==> src/slice_fx_pkg.sv <==
package slice_fx_pkg;

    typedef logic [11:0] coord_t; // Screen coordinate.
    typedef logic [13:0] depth_t; // Smaller depth is nearer.

    // Cut direction of a block and motion direction of a fragment.
    // Codes 5 to 7 are not assigned.
    typedef enum logic [2:0] {
        UP    = 3'd0,
        RIGHT = 3'd1,
        DOWN  = 3'd2,
        LEFT  = 3'd3,
        ANY   = 3'd4
    } dir_t;

    // Fragment outline, a block cut in half.
    localparam coord_t SHORT_SIDE = 12'd64;
    localparam coord_t LONG_SIDE  = 12'd128;

endpackage

==> src/slice_decoder.sv <==
module slice_decoder import slice_fx_pkg::*; (
    input  logic       clk_in,
    input  logic       rst_in,
    input  logic       block_sliced,
    input  coord_t     block_x,
    input  coord_t     block_y,
    input  depth_t     block_z,
    input  logic       block_color,
    input  logic [2:0] block_direction,
    output logic       frag_valid,
    output coord_t     frag_x,
    output coord_t     frag_y,
    output depth_t     frag_z,
    output logic       frag_color,
    output coord_t     frag_w,
    output coord_t     frag_h,
    output dir_t       frag_dir_a,
    output dir_t       frag_dir_b
);

    logic       sliced_q;
    coord_t     x_q;
    coord_t     y_q;
    depth_t     z_q;
    logic       color_q;
    logic [2:0] dir_q;
    logic       vertical_cut;

    // Input sample of the slice event.
    always_ff @(posedge clk_in) begin
        if (rst_in) begin
            sliced_q <= 1'b0;
        end else begin
            sliced_q <= block_sliced;
        end
    end

    always_ff @(posedge clk_in) begin
        if (block_sliced) begin
            x_q     <= block_x;
            y_q     <= block_y;
            z_q     <= block_z;
            color_q <= block_color;
            dir_q   <= block_direction;
        end
    end

    // ANY and unassigned codes fall through to a horizontal cut.
    assign vertical_cut = (dir_q == UP) || (dir_q == DOWN);

    always_ff @(posedge clk_in) begin
        if (rst_in) begin
            frag_valid <= 1'b0;
        end else begin
            frag_valid <= sliced_q;
        end
    end

    always_ff @(posedge clk_in) begin
        if (sliced_q) begin
            frag_x     <= x_q;
            frag_y     <= y_q;
            frag_z     <= z_q;
            frag_color <= color_q;
            frag_w     <= vertical_cut ? SHORT_SIDE : LONG_SIDE;
            frag_h     <= vertical_cut ? LONG_SIDE : SHORT_SIDE;
            frag_dir_a <= vertical_cut ? LEFT : UP; // Halves push apart.
            frag_dir_b <= vertical_cut ? RIGHT : DOWN;
        end
    end

endmodule

==> src/fragment_pool.sv <==
module fragment_pool import slice_fx_pkg::*; #(
    parameter int NUM_SLOTS      = 10,
    parameter int LIFETIME_TICKS = 50,
    parameter int STEP           = 8,
    parameter int FIELD_MAX      = 3599,
    parameter int TIME_W         = 18
) (
    input  logic                             clk_in,
    input  logic                             rst_in,
    input  logic   [TIME_W-1:0]              curr_time,
    input  logic                             frag_valid,
    input  coord_t                           frag_x,
    input  coord_t                           frag_y,
    input  depth_t                           frag_z,
    input  logic                             frag_color,
    input  coord_t                           frag_w,
    input  coord_t                           frag_h,
    input  dir_t                             frag_dir_a,
    input  dir_t                             frag_dir_b,
    output logic   [NUM_SLOTS-1:0]           slot_valid,
    output coord_t [NUM_SLOTS-1:0]           slot_x,
    output coord_t [NUM_SLOTS-1:0]           slot_y,
    output depth_t [NUM_SLOTS-1:0]           slot_z,
    output coord_t [NUM_SLOTS-1:0]           slot_w,
    output coord_t [NUM_SLOTS-1:0]           slot_h,
    output logic   [NUM_SLOTS-1:0]           slot_color,
    output logic   [$clog2(NUM_SLOTS+1)-1:0] live_count
);

    localparam int     AGE_W   = $clog2(LIFETIME_TICKS + 1);
    localparam int     CNT_W   = $clog2(NUM_SLOTS + 1);
    localparam coord_t STEP_C  = coord_t'(STEP);
    localparam coord_t LIMIT_C = coord_t'(FIELD_MAX);

    dir_t   [NUM_SLOTS-1:0]            slot_dir;
    logic   [NUM_SLOTS-1:0][AGE_W-1:0] slot_age;
    logic   [TIME_W-1:0]               last_time;
    logic                              tick;

    logic   [NUM_SLOTS-1:0]            valid_nxt;
    coord_t [NUM_SLOTS-1:0]            x_nxt;
    coord_t [NUM_SLOTS-1:0]            y_nxt;
    depth_t [NUM_SLOTS-1:0]            z_nxt;
    coord_t [NUM_SLOTS-1:0]            w_nxt;
    coord_t [NUM_SLOTS-1:0]            h_nxt;
    logic   [NUM_SLOTS-1:0]            color_nxt;
    dir_t   [NUM_SLOTS-1:0]            dir_nxt;
    logic   [NUM_SLOTS-1:0][AGE_W-1:0] age_nxt;
    logic   [TIME_W-1:0]               time_nxt;
    logic   [CNT_W-1:0]                count_nxt;

    assign tick = (curr_time != last_time); // Any change of game time.

    always_comb begin
        valid_nxt = slot_valid;
        x_nxt     = slot_x;
        y_nxt     = slot_y;
        z_nxt     = slot_z;
        w_nxt     = slot_w;
        h_nxt     = slot_h;
        color_nxt = slot_color;
        dir_nxt   = slot_dir;
        age_nxt   = slot_age;
        time_nxt  = last_time;
        if (frag_valid) begin
            // Shift down by a pair, oldest pair drops out. Tick waits a cycle.
            for (int i = 0; i < NUM_SLOTS - 2; i++) begin
                valid_nxt[i] = slot_valid[i + 2];
                x_nxt[i]     = slot_x[i + 2];
                y_nxt[i]     = slot_y[i + 2];
                z_nxt[i]     = slot_z[i + 2];
                w_nxt[i]     = slot_w[i + 2];
                h_nxt[i]     = slot_h[i + 2];
                color_nxt[i] = slot_color[i + 2];
                dir_nxt[i]   = slot_dir[i + 2];
                age_nxt[i]   = slot_age[i + 2];
            end
            for (int i = NUM_SLOTS - 2; i < NUM_SLOTS; i++) begin
                valid_nxt[i] = 1'b1;
                x_nxt[i]     = frag_x;
                y_nxt[i]     = frag_y;
                z_nxt[i]     = frag_z;
                w_nxt[i]     = frag_w;
                h_nxt[i]     = frag_h;
                color_nxt[i] = frag_color;
                age_nxt[i]   = '0;
            end
            dir_nxt[NUM_SLOTS-2] = frag_dir_a;
            dir_nxt[NUM_SLOTS-1] = frag_dir_b;
        end else if (tick) begin
            time_nxt = curr_time;
            for (int i = 0; i < NUM_SLOTS; i++) begin
                if (slot_valid[i]) begin
                    if (slot_age[i] == AGE_W'(LIFETIME_TICKS)) begin
                        valid_nxt[i] = 1'b0; // Lifetime used up.
                    end else begin
                        age_nxt[i] = slot_age[i] + 1'b1;
                        case (slot_dir[i])
                            UP: begin
                                y_nxt[i] = (slot_y[i] < STEP_C) ? '0 : slot_y[i] - STEP_C;
                            end
                            DOWN: begin
                                y_nxt[i] = (slot_y[i] > LIMIT_C - STEP_C) ?
                                           LIMIT_C : slot_y[i] + STEP_C;
                            end
                            LEFT: begin
                                x_nxt[i] = (slot_x[i] < STEP_C) ? '0 : slot_x[i] - STEP_C;
                            end
                            RIGHT: begin
                                x_nxt[i] = (slot_x[i] > LIMIT_C - STEP_C) ?
                                           LIMIT_C : slot_x[i] + STEP_C;
                            end
                            default: begin
                            end
                        endcase
                    end
                end
            end
        end
    end

    // Count taken from next state so it tracks the slots on the same edge.
    always_comb begin
        count_nxt = '0;
        for (int i = 0; i < NUM_SLOTS; i++) begin
            count_nxt = count_nxt + CNT_W'(valid_nxt[i]);
        end
    end

    always_ff @(posedge clk_in) begin
        if (rst_in) begin
            slot_valid <= '0;
            live_count <= '0;
            last_time  <= '0;
        end else begin
            slot_valid <= valid_nxt;
            live_count <= count_nxt;
            last_time  <= time_nxt;
        end
    end

    always_ff @(posedge clk_in) begin
        slot_x     <= x_nxt;
        slot_y     <= y_nxt;
        slot_z     <= z_nxt;
        slot_w     <= w_nxt;
        slot_h     <= h_nxt;
        slot_color <= color_nxt;
        slot_dir   <= dir_nxt;
        slot_age   <= age_nxt;
    end

endmodule

==> src/pixel_compositor.sv <==
module pixel_compositor import slice_fx_pkg::*; #(
    parameter int NUM_SLOTS = 10
) (
    input  logic                   clk_in,
    input  logic                   rst_in,
    input  logic                   query_valid,
    input  coord_t                 query_x,
    input  coord_t                 query_y,
    input  logic   [NUM_SLOTS-1:0] slot_valid,
    input  coord_t [NUM_SLOTS-1:0] slot_x,
    input  coord_t [NUM_SLOTS-1:0] slot_y,
    input  depth_t [NUM_SLOTS-1:0] slot_z,
    input  coord_t [NUM_SLOTS-1:0] slot_w,
    input  coord_t [NUM_SLOTS-1:0] slot_h,
    input  logic   [NUM_SLOTS-1:0] slot_color,
    output logic                   result_valid,
    output logic                   result_hit,
    output logic                   result_color,
    output depth_t                 result_z
);

    logic                   query_q;
    coord_t                 qx_q;
    coord_t                 qy_q;
    logic   [NUM_SLOTS-1:0] covers;

    logic                   valid_s1;
    logic   [NUM_SLOTS-1:0] cover_s1;
    depth_t [NUM_SLOTS-1:0] z_s1;
    logic   [NUM_SLOTS-1:0] color_s1;

    logic                   found;
    depth_t                 best_z;
    logic                   best_color;

    // Query sample.
    always_ff @(posedge clk_in) begin
        if (rst_in) begin
            query_q <= 1'b0;
        end else begin
            query_q <= query_valid;
        end
    end

    always_ff @(posedge clk_in) begin
        qx_q <= query_x;
        qy_q <= query_y;
    end

    // Right and bottom edges are exclusive. Sums use 13 bits.
    always_comb begin
        for (int i = 0; i < NUM_SLOTS; i++) begin
            covers[i] = slot_valid[i]
                && (slot_x[i] <= qx_q) && (13'(qx_q) < 13'(slot_x[i]) + 13'(slot_w[i]))
                && (slot_y[i] <= qy_q) && (13'(qy_q) < 13'(slot_y[i]) + 13'(slot_h[i]));
        end
    end

    // Stage one.
    always_ff @(posedge clk_in) begin
        if (rst_in) begin
            valid_s1 <= 1'b0;
        end else begin
            valid_s1 <= query_q;
        end
    end

    always_ff @(posedge clk_in) begin
        cover_s1 <= covers;
        z_s1     <= slot_z;
        color_s1 <= slot_color;
    end

    // Nearest wins. Strict compare keeps the lowest index on a tie.
    always_comb begin
        found      = 1'b0;
        best_z     = '0;
        best_color = 1'b0;
        for (int i = 0; i < NUM_SLOTS; i++) begin
            if (cover_s1[i] && (!found || z_s1[i] < best_z)) begin
                found      = 1'b1;
                best_z     = z_s1[i];
                best_color = color_s1[i];
            end
        end
    end

    // Stage two.
    always_ff @(posedge clk_in) begin
        if (rst_in) begin
            result_valid <= 1'b0;
        end else begin
            result_valid <= valid_s1;
        end
    end

    always_ff @(posedge clk_in) begin
        result_hit   <= found;
        result_color <= best_color; // Zero on a miss.
        result_z     <= best_z;
    end

endmodule

==> src/slice_fx_top.sv <==
module slice_fx_top import slice_fx_pkg::*; #(
    parameter int NUM_SLOTS      = 10,
    parameter int LIFETIME_TICKS = 50,
    parameter int STEP           = 8,
    parameter int FIELD_MAX      = 3599,
    parameter int TIME_W         = 18
) (
    input  logic                             clk_in,
    input  logic                             rst_in,
    input  logic   [TIME_W-1:0]              curr_time,
    input  logic                             block_sliced,
    input  coord_t                           block_x,
    input  coord_t                           block_y,
    input  depth_t                           block_z,
    input  logic                             block_color,
    input  logic   [2:0]                     block_direction,
    input  logic                             query_valid,
    input  coord_t                           query_x,
    input  coord_t                           query_y,
    output logic                             result_valid,
    output logic                             result_hit,
    output logic                             result_color,
    output depth_t                           result_z,
    output logic   [$clog2(NUM_SLOTS+1)-1:0] live_count
);

    logic                   frag_valid;
    coord_t                 frag_x;
    coord_t                 frag_y;
    depth_t                 frag_z;
    logic                   frag_color;
    coord_t                 frag_w;
    coord_t                 frag_h;
    dir_t                   frag_dir_a;
    dir_t                   frag_dir_b;

    logic   [NUM_SLOTS-1:0] slot_valid;
    coord_t [NUM_SLOTS-1:0] slot_x;
    coord_t [NUM_SLOTS-1:0] slot_y;
    depth_t [NUM_SLOTS-1:0] slot_z;
    coord_t [NUM_SLOTS-1:0] slot_w;
    coord_t [NUM_SLOTS-1:0] slot_h;
    logic   [NUM_SLOTS-1:0] slot_color;

    slice_decoder u_decoder (
        .clk_in          (clk_in),
        .rst_in          (rst_in),
        .block_sliced    (block_sliced),
        .block_x         (block_x),
        .block_y         (block_y),
        .block_z         (block_z),
        .block_color     (block_color),
        .block_direction (block_direction),
        .frag_valid      (frag_valid),
        .frag_x          (frag_x),
        .frag_y          (frag_y),
        .frag_z          (frag_z),
        .frag_color      (frag_color),
        .frag_w          (frag_w),
        .frag_h          (frag_h),
        .frag_dir_a      (frag_dir_a),
        .frag_dir_b      (frag_dir_b)
    );

    fragment_pool #(
        .NUM_SLOTS      (NUM_SLOTS),
        .LIFETIME_TICKS (LIFETIME_TICKS),
        .STEP           (STEP),
        .FIELD_MAX      (FIELD_MAX),
        .TIME_W         (TIME_W)
    ) u_pool (
        .clk_in     (clk_in),
        .rst_in     (rst_in),
        .curr_time  (curr_time),
        .frag_valid (frag_valid),
        .frag_x     (frag_x),
        .frag_y     (frag_y),
        .frag_z     (frag_z),
        .frag_color (frag_color),
        .frag_w     (frag_w),
        .frag_h     (frag_h),
        .frag_dir_a (frag_dir_a),
        .frag_dir_b (frag_dir_b),
        .slot_valid (slot_valid),
        .slot_x     (slot_x),
        .slot_y     (slot_y),
        .slot_z     (slot_z),
        .slot_w     (slot_w),
        .slot_h     (slot_h),
        .slot_color (slot_color),
        .live_count (live_count)
    );

    pixel_compositor #(
        .NUM_SLOTS (NUM_SLOTS)
    ) u_compositor (
        .clk_in       (clk_in),
        .rst_in       (rst_in),
        .query_valid  (query_valid),
        .query_x      (query_x),
        .query_y      (query_y),
        .slot_valid   (slot_valid),
        .slot_x       (slot_x),
        .slot_y       (slot_y),
        .slot_z       (slot_z),
        .slot_w       (slot_w),
        .slot_h       (slot_h),
        .slot_color   (slot_color),
        .result_valid (result_valid),
        .result_hit   (result_hit),
        .result_color (result_color),
        .result_z     (result_z)
    );

endmodule

==> config.mk <==
export PLATFORM = sky130hd
export DESIGN_NAME = slice_fx_top
export DESIGN_NICKNAME = d
export VERILOG_FILES = /design/src/slice_fx_pkg.sv /design/src/slice_decoder.sv /design/src/fragment_pool.sv /design/src/pixel_compositor.sv /design/src/slice_fx_top.sv
export SDC_FILE = /design/constraint.sdc
export NUM_CORES = 2
export LEC_CHECK = 0
export BUFFER_PORTS_ARGS = -buffer_cell sky130_fd_sc_hd__buf_2
export CAP_MARGIN = 20
export CORE_ASPECT_RATIO = 0.75
export CORE_MARGIN = 8
export CORE_UTILIZATION = 30
export DETAILED_ROUTE_END_ITERATION = 6
export REMOVE_ABC_BUFFERS = 1
export SKIP_LAST_GASP = 1
export SLEW_MARGIN = 10
export SYNTH_ARGS = -nofsm -noshare
export SYNTH_HDL_FRONTEND = slang
export SYNTH_SLANG_ARGS = --single-unit
==> constraint.sdc <==
create_clock -name clk_in -period 16.6 [get_ports clk_in]
set_input_delay 0.83 -clock clk_in [delete_from_list [all_inputs] [get_ports clk_in]]
set_output_delay 0.83 -clock clk_in [all_outputs]
set_load 0.01 [all_outputs]
==> Yosys cells after proc, flatten, opt, wreduce, memory -nomap -nowiden <==
Cells that the tools add are included.
{ "op_classes": {"n_mux": 177, "n_bitwise": 3, "reduce_logical": 141, "magnitude_cmp": 89, "shifts": 0, "add_sub_neg": 79, "n_mul": 0, "n_eq_ne": 52, "div_mod_pow": 0} }
{ "op_table": {"columns": ["operator", "count"], "rows": [
  ["12-bit 2-to-1 mux", 80],
  ["120-bit 2-to-1 mux", 4],
  ["12-bit case mux with 2 select lines", 20],
  ["12-bit by 12-bit adder with 13-bit output", 20],
  ["12-bit by 13-bit < comparator with 1-bit output", 20],
  ["12-bit by 4-bit adder with 12-bit output, second input constant", 20],
  ["12-bit > comparator, second input constant", 20],
  ["12-bit <= comparator", 20],
  ["12-bit by 4-bit < comparator with 1-bit output, second input constant", 20],
  ["12-bit by 4-bit subtractor with 12-bit output, second input constant", 20],
  ["14-bit 2-to-1 mux", 10],
  ["14-bit < comparator", 9],
  ["48-bit 2-to-1 mux", 2],
  ["6-bit 2-to-1 mux", 16],
  ["4-bit AND reduction", 20],
  ["3-bit by 2-bit == test with 1-bit output, second input constant", 21],
  ["6-bit by 1-bit adder with 6-bit output, second input constant", 10],
  ["6-bit == test, second input constant", 10],
  ["3-bit nonzero test", 20],
  ["1-bit logical AND", 49],
  ["1-bit 2-to-1 mux", 39],
  ["3-bit logical NOT", 11],
  ["4-bit by 1-bit adder with 4-bit output", 8],
  ["3-bit by 1-bit == test with 1-bit output, second input constant", 10],
  ["12 further kinds", 62]
]} }
{ "totals": {"reg_bits": 806, "wordCells": 630, "ramBits": 0, "mem_bits_ro": 0, "latchBits": 0, "n_memories": 0, "input_bits": 88} }

==> Longest topological paths before layout <==
{ "logic_depth": {"depth_word": 37, "mapped_depth": 111, "mapped_depth_nobuf": 100} }

==> Cells and area by module <==
A second synthesis with hierarchy kept.
{ "hier_totals": {"hier_cells": 6308, "hier_area_um2": 61542.8} }
{ "by_module_without_submodules": {"columns": ["module", "instances", "area_per_inst_um2", "cells_per_inst", "seq_area_each_um2"], "rows": [
  ["fragment_pool", 1, 31397.6, 3073, 16285.6],
  ["pixel_compositor", 1, 27406.3, 3118, 4063.9],
  ["slice_decoder", 1, 2738.9, 117, 2502.4]
]} }

==> Worst setup path after synthesis <==
OpenSTA, ideal clock, no wires.
{ "synth_path": {"path_kind": "flip-flop to flip-flop", "start": "register u_compositor.cover_s1[0]", "end": "register u_compositor.result_z[10]", "required_ns": 16.479, "arrival_time_ns": 17.202, "period_less_slack_ns": 17.323, "path_buffers": 11, "path_slack_ns": -0.723, "path_stages_with_launch": 108, "path_cell_list": "dfxtp_1 > or2_1 > buf_2 > clkbuf_1 > nand2_1 > ha_1 > a211oi_1 > o21ai_0 > a21oi_1 > o31ai_1 > a22oi_2 > clkbuf_1 > nand2_1 > o21ai_0 > inv_1 > ha_1 > nand4_1 > nor2_1 > (+72 left out) > inv_1 > a31oi_4 > buf_2 > mux2i_1 > ha_1 > nor2b_1 > o21ai_0 > nand2b_1 > a21oi_1 > nor2b_1 > o21ai_0 > nand2b_1 > a21oi_1 > o221a_2 > nand3_1 > nand3_4 > buf_6 > mux2_4"} }
{ "synth_via": {"elab_chain_cells": 37, "word_cells_on_any_way": 55, "cone_classes": "order compare (9); mux (19); reduce/logical (27)"} }
{ "synth_lines": {"columns": ["item", "line", "text"], "rows": [
  ["from (decl)", "pixel_compositor.sv:28", "logic [NUM_SLOTS-1:0] cover_s1;"],
  ["from (signal assigned)", "pixel_compositor.sv:69", "cover_s1 <= covers;"],
  ["14-bit 2-to-1 mux or 1-bit 2-to-1 mux (tied branches)", "pixel_compositor.sv:80", "if (cover_s1[i] && (!found || z_s1[i] < best_z)) begin"],
  ["14-bit < comparator or 1-bit logical NOT (tied branches)", "pixel_compositor.sv:80", null],
  ["1-bit logical OR", "pixel_compositor.sv:80", null],
  ["1-bit logical AND", "pixel_compositor.sv:80", null],
  ["14-bit 2-to-1 mux or 1-bit 2-to-1 mux (tied branches)", "pixel_compositor.sv:80", null],
  ["14-bit < comparator or 1-bit logical NOT (tied branches)", "pixel_compositor.sv:80", null],
  ["1-bit logical OR", "pixel_compositor.sv:80", null],
  ["1-bit logical AND", "pixel_compositor.sv:80", null],
  ["(+22 left out)", null, null],
  ["1-bit logical OR", "pixel_compositor.sv:80", null],
  ["1-bit logical AND", "pixel_compositor.sv:80", null],
  ["14-bit 2-to-1 mux or 1-bit 2-to-1 mux (tied branches)", "pixel_compositor.sv:80", null],
  ["14-bit < comparator or 1-bit logical NOT (tied branches)", "pixel_compositor.sv:80", null],
  ["1-bit logical OR", "pixel_compositor.sv:80", null],
  ["1-bit logical AND", "pixel_compositor.sv:80", null],
  ["14-bit 2-to-1 mux *", "pixel_compositor.sv:80", null],
  ["net u_compositor.best_z[10]", "pixel_compositor.sv:33", "depth_t best_z;"],
  ["to (signal assigned)", "pixel_compositor.sv:100", "result_z <= best_z;"],
  ["to (decl)", "pixel_compositor.sv:19", "output depth_t result_z"]
]} }
Mark *: on every way through the listed nets, which the timed path passes. The rest lies on a longest branch.
A chain may end at the register's enable or synchronous reset.

==> Worst setup path after layout <==
{ "layout_path": {"start": "register u_compositor.cover_s1[1]", "end": "register u_compositor.result_z[9]"} }
{ "layout_via": {"elab_chain_cells": 34, "word_cells_on_any_way": 50, "cone_classes": "order compare (8); mux (17); reduce/logical (25)"} }
{ "layout_lines": {"columns": ["item", "line"], "rows": [
  ["1-bit logical AND *", "pixel_compositor.sv:80"],
  ["14-bit 2-to-1 mux or 1-bit 2-to-1 mux (tied branches)", "pixel_compositor.sv:80"],
  ["14-bit < comparator or 1-bit logical NOT (tied branches)", "pixel_compositor.sv:80"],
  ["1-bit logical OR", "pixel_compositor.sv:80"],
  ["1-bit logical AND", "pixel_compositor.sv:80"],
  ["14-bit 2-to-1 mux or 1-bit 2-to-1 mux (tied branches)", "pixel_compositor.sv:80"],
  ["14-bit < comparator or 1-bit logical NOT (tied branches)", "pixel_compositor.sv:80"],
  ["1-bit logical OR", "pixel_compositor.sv:80"],
  ["(+19 left out)", null],
  ["1-bit logical OR", "pixel_compositor.sv:80"],
  ["1-bit logical AND", "pixel_compositor.sv:80"],
  ["14-bit 2-to-1 mux or 1-bit 2-to-1 mux (tied branches)", "pixel_compositor.sv:80"],
  ["14-bit < comparator or 1-bit logical NOT (tied branches)", "pixel_compositor.sv:80"],
  ["1-bit logical OR", "pixel_compositor.sv:80"],
  ["1-bit logical AND", "pixel_compositor.sv:80"],
  ["14-bit 2-to-1 mux *", "pixel_compositor.sv:80"],
  ["net u_compositor.best_z[9]", "pixel_compositor.sv:33"]
]} }
Marks and branches as above.

==> results.md <==
- Startpoint Class: register
- Antenna viol nets, final: 0
- Largest family of logic cells by synthesized area: adder cells
- Sw Share: 0.2561
- # placed instances: 6,630
- Core area: 147,500 sq um
- Gr usage total: 0.1492
- Layout cell share with drive strength beyond 1: 0.1124
- P_int: 2.859 mW
- Synth-to-Final Area Change: 14.80%
- CTS Sinks: 629
- Longest Clk Path Bufs: 3
- Hold WC Path Type: input port to register
- Post-synthesis async set-or-reset flop share: 0
- Synthesis-stage register bit count: 629
- Cell Area, Synth: 44,550 sq um
- MaxCap Viol Count: 0
- Non-Filler Instances: 6,801
- Sequential fraction of the synthesis area: 0.3848
- Number of global-route vias before repair: 32,877
- Most frequent CP cell: a21oi_2
- Final Cycle Share: 0.9545
- Synth Area in Compound Gates: 0.1526
- WP data arrival: 16.41 ns
- First-pass GRT wire length: 191,200 microns
- Setup CP Type: register to register
- Syn. warnings: 0
- Final slew viol count: 0
- Adder-Cell Fraction of Synth Area: 0.1982
- Critical-path maximum fanout: 9
- Vias per std cell: 5.081
- Htree depth: 3
- Layout fillers: 14,910
- Iter 0 DRT Violations: 2,640
- Row count: 122
- Slowest cell on crit path: o31ai_1
- Die height: 349.7 microns
- Mapped Cells: 4,602
- Clock slew at reported path FFs: 0.06 ns
- Fin. Hold Viols: 0
- Post-DP HPWL: 91,050 microns
- Total CTS buffers: 75
- XOR/XNOR Fraction of Synth Area: 0.04718
- Final wirelength: 126,000 microns
- VDD IR max: 0.07286 mV
- Die area: 161,200 sq um
- Fmax: 0.06311 GHz
- Grt total ovfl: 0
- Main flop type after synthesis: edfxtp_1
- Mux cell area share after synthesis: 0.02235
- Final #Nets: 5,528
- Lkg Pwr: 20.82 nW
- Worst skew pair latency: 0.68 ns
- DR DRC count: 0
- EDFF count, synth: 455
- Critical Path RT: 17.17 ns
- Yosys cell types: 89
- Sequential fraction of design power: 0.465
- Minimum clock period: 15.85 ns
- Die width: 461.0 microns
- Slowest Stage Delay on Critical Path: 0.39 ns
- Fin util: 0.3469
- Switching power: 0.9842 mW
- Io pins: 109
- Clk pwr share: 0.441
- Initial core utilization: 0.3022
- Worst-Margin Slew: 1.117 ns
- GPL Wtd Cong: 0.8806
- Post-synthesis area per instance: 9.681 sq um
- Largest net degree at the start of global routing: 199
- Status: completed
- Synth Area in Simple Gates: 0.1532
- First-pass DRT Iterations: 5
- CTS tree: built
- Setup violators final: 0
- Routed length per placed instance: 18.52 microns
- Buffers on Ports: 107
- Critical Path Sink Type: register
- Vias: 34,553
- Register area: 17,150 sq um
- PwrDens: 75.14 nW/um^2
- Root Buffer: clkbuf_16
- Initial antenna violation count: 14
- Multi-input gate area: 26,130 sq um
- Skew final: 0.04088 ns
- Slew margin rel.: 0.2519
- Comb power frac: 0.095
==> metrics by stage <==
step | hold slack (ns) | power (mW) | area [sq um] | setup WS, ns | TNS, ns
after floorplan | 0.3233 | 2.045 | 43900 | -0.8857 | -12.90
after CTS | 0.1950 | 3.890 | 50340 | 0.04285 | 0
final | 0.2660 | 3.843 | 51150 | 0.7545 | 0
after detailed placement | 0.3269 | 2.177 | 47720 | -0.4717 | -6.620
after global routing | 0.2176 | 3.997 | 51140 | -0.2570 | -3.432
after global placement | 0.3265 | 2.165 | 47710 | 0.007930 | 0
==> layout by cell type, fill, tap and decap left out, types with 114 or more instances in the layout <==
cell	count
a21oi_1	304
buf_4	114
dfxtp_1	170
edfxtp_1	455
ha_1	645
inv_1	314
nand2_1	362
nand2b_1	118
nand3_1	114
nor2_1	258
nor2b_1	158
o21ai_0	335
xnor2_1	142
==> per-layer routing <==
layer	vias up	track usage	part of all wire
li1	16930	-	-
met5	-	0	0.00034
met3	187	0.02384	0.064
met2	1035	0.2137	0.41
met1	16393	0.2276	0.50
met4	8	0.04567	0.028
==> worst max-delay path, delay by kind of cell (launching register included) <==
kind                     cells  cell delay (ns)
AND/OR/NAND/NOR             29             3.89
flip-flops                   1             0.32
multiplexers                 6             1.52
buffers and inverters       15             1.98
AO/OA/AOI/OAI               38             5.88
adder cells (fa/ha/maj)      8             2.13
==> state kept, by name (all words and copies together), names as in the netlist, 10 cells and up <==
name	flops
u_pool.slot_z	70
u_decoder.frag_z	14
u_compositor.cover_s1	10
u_compositor.qy_q	12
u_decoder.frag_x	12
u_pool.slot_age	60
u_pool.last_time	18
u_compositor.result_z	14
u_compositor.z_s1	70
u_pool.slot_y	120
u_decoder.z_q	14
u_pool.slot_valid	10
u_decoder.x_q	12
u_pool.slot_x	120
u_decoder.frag_y	12
u_compositor.qx_q	12
u_decoder.y_q	12
==> power groups by stage <==
| stage | clock [mW] | sequential [mW] | combinational (mW) |
|---|---|---|---|
| final | 1.69 | 1.79 | 0.363 |
| after CTS | 1.74 | 1.79 | 0.362 |
| after detailed placement | 0 | 1.82 | 0.358 |
| after floorplan | 0 | 1.82 | 0.228 |
| after global placement | 0 | 1.82 | 0.347 |
| after global routing | 1.80 | 1.79 | 0.409 |
==> logic make-up (layout without fill, tap and decap cells) <==
| group | after synthesis | in the layout |
|---|---|---|
| AO/OA/AOI/OAI | 1105 | 1105 |
| XOR/XNOR | 240 | 240 |
| adder cells (fa/ha/maj) | 690 | 690 |
| buffers and inverters | 487 | 698 |
| flip-flops | 629 | 629 |
| multiplexers | 88 | 88 |
| other | 0 | 4 |
| AND/OR/NAND/NOR | 1363 | 1363 |
==> what timing repair did <==
action                     CTS  global route
cloned                       0             2
resized for setup            6           135
setup endpoints to repair   15            15
pin swaps                    3            43
hold buffers                 0             0
setup buffers                5            19
==> path summary, 6_finish.rpt <==
path	from	end	slack [ns]	cells after the start
worst max-delay path	u_compositor.cover_s1[1]	u_compositor.result_z[9]	0.75	96
worst min-delay path	query_x[2]	u_compositor.qx_q[2]	0.27	1
worst max register to register	u_compositor.cover_s1[1]	u_compositor.result_z[9]	0.75	96
worst min register to register	u_pool.slot_z[10]	u_compositor.z_s1[10]	0.34	0
==> Yosys cell counts, drive strengths merged (17+ instances only) <==
master | number | share of area
mux2i | 42 | 0.0097
o31ai | 22 | 0.0037
fa | 26 | 0.012
mux2 | 46 | 0.013
or2 | 17 | 0.0024
nor3 | 69 | 0.0079
ha | 664 | 0.19
and2 | 25 | 0.0035
xnor2 | 142 | 0.028
a221o | 19 | 0.0043
o221ai | 32 | 0.0063
inv | 320 | 0.027
o22ai | 42 | 0.0059
nor2 | 260 | 0.022
nor2b | 159 | 0.022
a21o | 94 | 0.016
a211oi | 29 | 0.0050
nand3 | 117 | 0.013
o21a | 47 | 0.0079
buf | 29 | 0.0031
xor2 | 98 | 0.019
clkbuf | 138 | 0.012
a21oi | 325 | 0.037
o21ai | 356 | 0.040
nand4 | 86 | 0.012
edfxtp | 455 | 0.31
nand2b | 118 | 0.017
nor4 | 18 | 0.0025
and3 | 39 | 0.0055
nand2 | 372 | 0.031
dfxtp | 174 | 0.078
or3 | 37 | 0.0052
a31oi | 33 | 0.0050
==> cell type report <==
cell class,count,share of cell area
multi-input combinational,3486,0.5109
sequential,629,0.3354
tap,1984,0.04853
clock buffer,91,0.03968
timing repair buffer,238,0.03160
inverter,320,0.02353
clock inverter,49,0.01020
antenna,4,0.0001957
Note: power is estimated with default switching activity, not from simulation.
